## config.mk

```make
export PLATFORM = sky130hd
export DESIGN_NAME = runner_top
export DESIGN_NICKNAME = d
export VERILOG_FILES = /design/src/runner_pkg.sv /design/src/control_edge.sv /design/src/frame_rate_sampler.sv /design/src/frame_sequencer.sv /design/src/pace_config.sv /design/src/runner_top.sv
export SDC_FILE = /design/constraint.sdc
export NUM_CORES = 1
export LEC_CHECK = 0
export BUFFER_PORTS_ARGS = -buffer_cell sky130_fd_sc_hd__buf_2
export CAP_MARGIN = 10
export CORE_MARGIN = 4
export CORE_UTILIZATION = 59
export CTS_BUF_LIST = sky130_fd_sc_hd__clkbuf_4 sky130_fd_sc_hd__clkbuf_8
export CTS_CLUSTER_DIAMETER = 100
export DETAILED_ROUTE_END_ITERATION = 12
export GPL_TIMING_DRIVEN = 0
export PLACE_DENSITY = 0.91
export SYNTH_ARGS = -nofsm -noshare
export SYNTH_HDL_FRONTEND = slang
export SYNTH_SLANG_ARGS = --single-unit
export TNS_END_PERCENT = 5
```

## constraint.sdc

```tcl
create_clock -name clk_render -period 3 [get_ports clk_render]
set_clock_uncertainty 0.15 [all_clocks]
set_input_delay 0.45 -clock clk_render [delete_from_list [all_inputs] [get_ports clk_render]]
set_output_delay 0.45 -clock clk_render [all_outputs]
set_load 0.1 [all_outputs]
```

## src/runner_pkg.sv

```systemverilog
package runner_pkg;

    // frame pacing constants
    localparam int unsigned wait_cycles   = 100;   // settle time after each new frame
    localparam int unsigned lag_shift     = 8;     // lag switches scaled up by this shift
    localparam int unsigned sample_period = 2000;  // clk_render cycles per frame-rate sample
    localparam int unsigned sample_cnt_w  = $clog2(sample_period);

    // top level sequencer states
    typedef enum logic [2:0] {
        st_rst,
        st_start,
        st_wait,        // lets done levels from the last frame clear out
        st_generation,  // obstacles and projection running
        st_rendering    // triangles going to the renderer
    } frame_state_e;

    typedef logic [3:0] speed_t;  // switch value, one-hot in normal use

    // one obstacle as the generator emits it
    typedef struct packed {
        logic [2:0]  kind;
        logic [1:0]  lane;
        logic [10:0] depth;  // far end of the obstacle, unsigned
    } obstacle_t;

    // button order matches the board, msb first
    typedef struct packed {
        logic left;
        logic duck;
        logic jump;
        logic right;
    } controls_t;

    // physics settings handed to game logic
    typedef struct packed {
        logic [5:0] gravity;        // vertical velocity loss per frame, in 128ths
        logic [7:0] duck_limit;     // frames a duck lasts
        logic [9:0] vertical_jump;  // jump velocity, in 128ths
    } pace_t;

    // speed to physics table
    localparam pace_t pace_speed1 = '{
        gravity:       6'd1,
        duck_limit:    8'd128,
        vertical_jump: 10'd108
    };
    localparam pace_t pace_speed2 = '{
        gravity:       6'd4,
        duck_limit:    8'd64,
        vertical_jump: 10'd220
    };
    localparam pace_t pace_speed4 = '{
        gravity:       6'd15,
        duck_limit:    8'd32,
        vertical_jump: 10'd470
    };
    localparam pace_t pace_speed8 = '{
        gravity:       6'd60,
        duck_limit:    8'd16,
        vertical_jump: 10'd360  // lower than speed 4 so jumps stay short at top speed
    };

endpackage

```

## src/control_edge.sv

```systemverilog
module control_edge (
    input  logic                  clk_render,
    input  logic                  rst_n,
    input  logic                  new_frame,
    input  runner_pkg::controls_t buttons,   // clean levels
    output runner_pkg::controls_t controls   // rising edges, held for one frame
);

    runner_pkg::controls_t buttons_prev;  // levels at the previous frame boundary

    // compare against the last frame's levels rather than the last cycle's
    // so a press counts once no matter how long it is held
    always_ff @(posedge clk_render or negedge rst_n) begin
        if (!rst_n) begin
            buttons_prev <= '0;
            controls     <= '0;
        end else if (new_frame) begin
            buttons_prev <= buttons;
            controls     <= runner_pkg::controls_t'(buttons & ~buttons_prev);
        end
    end

endmodule

```

## src/frame_rate_sampler.sv

```systemverilog
module frame_rate_sampler (
    input  logic                  clk_render,
    input  logic                  rst_n,
    input  logic                  new_frame,
    input  runner_pkg::obstacle_t obstacle,
    input  logic                  obstacle_valid,
    output logic [15:0]           frame_rate,        // frames in the last sample period
    output runner_pkg::obstacle_t sampled_obstacle
);

    logic [runner_pkg::sample_cnt_w-1:0] period_cnt;  // free running
    logic [15:0]                         frame_cnt;   // frames in the current period
    runner_pkg::obstacle_t               last_obstacle;
    logic                                boundary;

    assign boundary = (period_cnt == '0);

    always_ff @(posedge clk_render or negedge rst_n) begin
        if (!rst_n) begin
            period_cnt <= '0;
        end else if (period_cnt == runner_pkg::sample_cnt_w'(runner_pkg::sample_period - 1)) begin
            period_cnt <= '0;
        end else begin
            period_cnt <= period_cnt + 1'b1;
        end
    end

    // a pulse or obstacle landing on the boundary cycle still counts
    // toward the period that closes there
    always_ff @(posedge clk_render or negedge rst_n) begin
        if (!rst_n) begin
            frame_cnt        <= '0;
            last_obstacle    <= '0;
            frame_rate       <= '0;
            sampled_obstacle <= '0;
        end else begin
            if (obstacle_valid) begin
                last_obstacle <= obstacle;
            end

            if (boundary) begin
                frame_rate       <= frame_cnt + {15'd0, new_frame};
                frame_cnt        <= '0;
                sampled_obstacle <= obstacle_valid ? obstacle : last_obstacle;
            end else if (new_frame) begin
                frame_cnt <= frame_cnt + 16'd1;
            end
        end
    end

endmodule

```

## src/frame_sequencer.sv

```systemverilog
module frame_sequencer (
    input  logic       clk_render,
    input  logic       rst_n,
    input  logic       projector_done,  // level, projection finished for this frame
    input  logic       render_done,     // level, renderer drained
    input  logic [7:0] lag_limit,       // latched per frame by pace_config
    output logic       new_frame,       // one cycle pulse, marks a frame boundary
    output logic       render_active
);

    runner_pkg::frame_state_e state;
    logic [6:0]  wait_counter;   // cycles spent in st_wait
    logic [31:0] lag_counter;    // cycles since the frame started
    logic [31:0] min_frame_len;  // lag switches scaled to cycles
    logic        lag_met;

    assign min_frame_len = {24'd0, lag_limit} << runner_pkg::lag_shift;
    assign lag_met       = (lag_counter >= min_frame_len);  // only ever stretches a frame

    always_ff @(posedge clk_render or negedge rst_n) begin
        if (!rst_n) begin
            state         <= runner_pkg::st_rst;
            new_frame     <= 1'b0;
            render_active <= 1'b0;
            wait_counter  <= '0;
            lag_counter   <= '0;
        end else begin
            new_frame <= 1'b0;  // strobe by default

            case (state)
                runner_pkg::st_rst: begin
                    render_active <= 1'b0;
                    lag_counter   <= '0;
                    state         <= runner_pkg::st_start;
                end

                runner_pkg::st_start: begin
                    render_active <= 1'b0;
                    new_frame     <= 1'b1;  // seen high while already in st_wait
                    wait_counter  <= '0;
                    lag_counter   <= lag_counter + 32'd1;
                    state         <= runner_pkg::st_wait;
                end

                runner_pkg::st_wait: begin
                    // fixed pause so stale done levels from the last frame drop
                    lag_counter  <= lag_counter + 32'd1;
                    wait_counter <= wait_counter + 7'd1;
                    if (wait_counter == 7'(runner_pkg::wait_cycles - 1)) begin
                        state <= runner_pkg::st_generation;
                    end
                end

                runner_pkg::st_generation: begin
                    lag_counter <= lag_counter + 32'd1;
                    if (projector_done) begin
                        state         <= runner_pkg::st_rendering;
                        render_active <= 1'b1;
                    end
                end

                runner_pkg::st_rendering: begin
                    // hold here until the renderer is done and the frame is long enough
                    if (render_done && lag_met) begin
                        state         <= runner_pkg::st_start;
                        render_active <= 1'b0;
                        lag_counter   <= '0;
                    end else begin
                        lag_counter <= lag_counter + 32'd1;
                    end
                end

                default: begin
                    state <= runner_pkg::st_rst;  // recover from an illegal encoding
                end
            endcase
        end
    end

endmodule

```

## src/pace_config.sv

```systemverilog
module pace_config (
    input  logic               clk_render,
    input  logic               rst_n,
    input  logic               new_frame,     // one cycle strobe from the sequencer
    input  runner_pkg::speed_t speed,         // raw switch level
    input  logic [7:0]         lag_limit_sw,  // raw switch level
    output logic [7:0]         lag_limit,     // held for the whole frame
    output runner_pkg::pace_t  pace
);

    runner_pkg::speed_t speed_q;  // speed in force for this frame

    // switches are only looked at on frame boundaries
    // so game physics never change partway through a frame
    always_ff @(posedge clk_render or negedge rst_n) begin
        if (!rst_n) begin
            speed_q   <= '0;
            lag_limit <= '0;
        end else if (new_frame) begin
            speed_q   <= speed;
            lag_limit <= lag_limit_sw;
        end
    end

    // highest set bit picks the entry
    // speed 0 falls through to the slowest setting
    always_comb begin
        if (speed_q[3]) begin
            pace = runner_pkg::pace_speed8;
        end else if (speed_q[2]) begin
            pace = runner_pkg::pace_speed4;  // covers 4..7
        end else if (speed_q[1]) begin
            pace = runner_pkg::pace_speed2;  // 2 and 3
        end else begin
            pace = runner_pkg::pace_speed1;  // 0 and 1
        end
    end

endmodule

```

## src/runner_top.sv

```systemverilog
module runner_top (
    input  logic                  clk_render,
    input  logic                  rst_n,
    input  runner_pkg::speed_t    speed,           // switch level
    input  logic [7:0]            lag_limit,       // switch level
    input  runner_pkg::controls_t buttons,         // clean button levels
    input  logic                  projector_done,
    input  logic                  render_done,
    input  runner_pkg::obstacle_t obstacle,
    input  logic                  obstacle_valid,
    output logic                  new_frame,
    output logic                  render_active,
    output runner_pkg::controls_t controls,
    output runner_pkg::pace_t     pace,
    output logic [15:0]           frame_rate,
    output runner_pkg::obstacle_t sampled_obstacle
);

    logic [7:0] lag_limit_frame;  // lag switches as latched for this frame

    pace_config i_pace_config (
        .clk_render   (clk_render),
        .rst_n        (rst_n),
        .new_frame    (new_frame),
        .speed        (speed),
        .lag_limit_sw (lag_limit),
        .lag_limit    (lag_limit_frame),
        .pace         (pace)
    );

    frame_sequencer i_frame_sequencer (
        .clk_render     (clk_render),
        .rst_n          (rst_n),
        .projector_done (projector_done),
        .render_done    (render_done),
        .lag_limit      (lag_limit_frame),
        .new_frame      (new_frame),
        .render_active  (render_active)
    );

    control_edge i_control_edge (
        .clk_render (clk_render),
        .rst_n      (rst_n),
        .new_frame  (new_frame),
        .buttons    (buttons),
        .controls   (controls)
    );

    frame_rate_sampler i_frame_rate_sampler (
        .clk_render       (clk_render),
        .rst_n            (rst_n),
        .new_frame        (new_frame),
        .obstacle         (obstacle),
        .obstacle_valid   (obstacle_valid),
        .frame_rate       (frame_rate),
        .sampled_obstacle (sampled_obstacle)
    );

endmodule

```

==> run summary <==
status = completed
ANT cells = 0
Synth Register Bits = 138
nets = 820
first-pass GRT wire length = 24,450 µm
Clock Sinks = 138
sequential fraction of design power = 45.8%
vias in the first global route = 5,197
Psw = 1085 µW
most frequent cell after synthesis = dfrtp_1
largest fanout on the critical path = 10
setup bufs post-CTS = 0
Synth top area share = 51.45%
RePlAce Congestion = 0.8911
Int Pwr = 3129 µW
total grt overflow = 0
Pleak = 0.003701 µW
reg-to-reg endpoint = i_frame_sequencer.lag_counter[12]$_DFFE_PN0P_
synthesized area = 0.006711 mm²
Highest Clock Rate = 377.5 MHz
largest net degree at the start of global routing = 98
Worst Hold Path EP = i_pace_config.lag_limit[3]$_DFFE_PN0P_
Die Span Y = 114.7 µm
Die ar. = 0.01315 mm²
Setup WS post-layout = 0.3512 ns
TritonRoute pass-1 iters = 6
hpwl dp = 10,270 µm
CTS tree = yes
Area Overhead vs Synth = 17.47%
Syn Area/Cell = 10.29 µm²
Slowest-stage cell, CP = dfrtp_1
Hold Crit Class = input pin to flop
period utilisation layout = 88.29%
Max clock buf depth = 2
TritonCTS buffer count = 17
peak supply drop = 0.0003906 V
ANT nets after route = 0
WP data arrival = 2.82 ns
WHS = 0.06001 ns
initial antenna violation count = 0
I/O pin cnt = 99
critical path's largest stage delay = 0.43 ns
Vias = 5,205
switching share of power = 25.75%
sequential area share after synthesis = 51.45%
CTS root buffer = clkbuf_8
pwr/cell area = 534.5 mW/mm²
CP Capture Type = flop
RSZ-0062 raised after global routing = false
Clock Power Share = 43.3%
Synth cell types = 49
Hold Path Cell Cnt = 3
Reg clk slew, reported paths = 0.07 ns
Tmin final = 2.649 ns
worst skew pair latency = 0.46 ns
Setup WS pre-CTS = 0.3814 ns
final setup fails = 0
Mapped Cells = 652
Starting Density = 61.11%
Slew headroom = 38.08%
Total Routed Length = 14,480 µm
critical path cell sequence = inv_1, ha_1, nor4bb_1, nand3_1, a31oi_1, o311a_1, clkbuf_1, nor2_1
total number of yosys warnings = 0
drt wl/cell = 15.76 µm
Die X = 114.7 µm
area leader, netlist = dfrtp_1
leading cell types by count after synthesis = 138 x dfrtp_1, 65 x nand2_1, 58 x nor2_1
critical path class = flop to flop
H-tree levels = 4
Vias/cell = 5.664
crit-path leading delay family = simple AND/OR/NAND/NOR gates
EDFF count, synth = 0
Worst setup SP type = flop
FF-to-FF path depth = 8
Core Rows = 38
number of port buffers = 89
Buf/Inv on CP = 2
Logic pwr share = 10.9%
DRC violations left = 0
worst path required time = 3.17 ns
Hold Path Origin = lag_limit[3]
reg-to-reg slack, setup = 0.35 ns
max cap viols = 0
Area contributors post-synth = dfrtp_1 51%, mux2_2 6.2%, xor2_1 4.8%
ys async rst share = 100.0%
Synth Flop Type = dfrtp_1
Slew Viols, Final = 0
DR iter-0 viols = 422
Hold Fails Final Rpt = 0
Total GRT Usage = 23.30%
share of post-route cells with drive strength above 1 = 25.16%
core area = 0.01098 mm²
Worst-Margin Slew = 0.9217 ns
RR Startpoint = i_frame_sequencer.lag_counter[8]$_DFFE_PN0P_
logic make-up (layout without fill, tap and decap cells):
kind of cell	after synthesis	after routing	synth area share, %
AO/OA/AOI/OAI	68	68	5.873
XOR/XNOR	63	63	8.221
adder cells (fa/ha/maj)	16	16	2.983
buffers and inverters	72	194	5.332
flip-flops	138	138	51.45
multiplexers	38	38	6.357
other	2	7	0.1119
AND/OR/NAND/NOR	255	255	19.67
worst register-to-register path, stage by stage, from the launching register on:
cell,delay [ns]
dfrtp_1,0.43
inv_1,0.11
ha_1,0.29
nor4bb_1,0.33
nand3_1,0.16
a31oi_1,0.28
o311a_1,0.25
clkbuf_1,0.40
nor2_1,0.12
placed cells by master (no fill, tap or decap), types with 3 or more instances in the layout:
cell / count
buf_4: 14
o31ai_1: 5
and3_1: 11
ha_1: 16
nor2_1: 57
nor2_4: 10
buf_2: 97
nor3_1: 13
o211ai_1: 4
clkbuf_1: 16
nor4_1: 9
and4_1: 4
inv_1: 29
xnor2_1: 26
nand4_1: 32
or3_1: 4
nand2_1: 65
a21oi_1: 9
xor2_1: 37
nand3b_1: 3
bufinv_16: 6
o21ai_0: 37
dfrtp_1: 138
mux2_2: 37
and2_1: 3
nand3_1: 29
clkbuf_8: 19
conb_1: 7
nor2b_1: 4
per-stage QoR:
| stage | cell area, µm² | TNS, ns | cells | total power (µW) | util (%) |
|---|---|---|---|---|---|
| after global placement | 7353 | -56.62 | 886 | 2406 | 66.95 |
| after floorplan | 6733 | -0.3162 | 657 | 2307 | - |
| final | 7884 | 0 | 919 | 4214 | 71.78 |
| after CTS | 7884 | 0 | 919 | 4247 | 71.78 |
| after detailed placement | 7387 | 0 | 887 | 2427 | 67.26 |
| after global routing | 7884 | 0 | 919 | 4363 | 71.78 |
power groups by stage:
stage	Sequential (µW)	Combinational, µW	Clock (µW)
after floorplan	2100	208	0
after global placement	1960	443	0
after detailed placement	1970	459	0
after CTS	1930	462	1850
after global routing	1940	481	1950
final	1930	459	1820
state kept, by name, indices dropped and copies added (netlist names):
register,count
i_frame_sequencer.state,3
i_control_edge.controls,4
i_frame_rate_sampler.sampled_obstacle,16
i_control_edge.buttons_prev,4
i_pace_config.speed_q,3
i_pace_config.lag_limit,8
i_frame_sequencer.lag_counter,32
i_frame_rate_sampler.frame_rate,16
i_frame_sequencer.wait_counter,7
i_frame_rate_sampler.last_obstacle,16
i_frame_sequencer.render_active,1
i_frame_rate_sampler.period_cnt,11
i_frame_sequencer.new_frame,1
i_frame_rate_sampler.frame_cnt,16
timing repair:
action,CTS,global route
endpoints found under the hold margin,41,0
hold buffers,1,0
resized for setup,0,0
worst max-delay path by stage:
| stage | start | cells past startpoint | end | slack, ns |
|---|---|---|---|---|
| 3_5_place_dp | i_frame_sequencer.lag_counter[8]$_DFFE_PN0P_ | 8 | i_frame_sequencer.lag_counter[19]$_DFFE_PN0P_ | 0.38 |
| 5_1_grt | i_frame_sequencer.lag_counter[8]$_DFFE_PN0P_ | 8 | i_frame_sequencer.lag_counter[11]$_DFFE_PN0P_ | 0.21 |
| 3_3_place_gp | rst_n | 1 | i_pace_config.lag_limit[3]$_DFFE_PN0P_ | -0.42 |
| 2_1_floorplan | i_pace_config.speed_q[3]$_DFFE_PN0P_ | 2 | pace[5] | -0.32 |
| 6_report | i_frame_sequencer.lag_counter[8]$_DFFE_PN0P_ | 8 | i_frame_sequencer.lag_counter[12]$_DFFE_PN0P_ | 0.35 |
| 4_1_cts | i_frame_sequencer.lag_counter[8]$_DFFE_PN0P_ | 8 | i_frame_sequencer.lag_counter[12]$_DFFE_PN0P_ | 0.37 |
per-layer routing:
layer	share of wire, %	GRT usage, %
met1	40	28.96
met2	51	38.88
met3	6.0	5.550
met4	2.3	9.976
met5	0	0
layout make-up:
| cell class | instances | area [µm²] |
|---|---|---|
| Buffer | 43 | 249.0 |
| Clock buffer | 20 | 269.0 |
| Clock inverter | 11 | 217.7 |
| Fill cell | 761 | 3099 |
| Inverter | 29 | 108.9 |
| Multi-Input combinational cell | 447 | 2922 |
| Sequential cell | 138 | 3453 |
| Tap cell | 140 | 175.2 |
| Timing Repair Buffer | 91 | 489.2 |
Note: power is estimated with default switching activity, not from simulation.
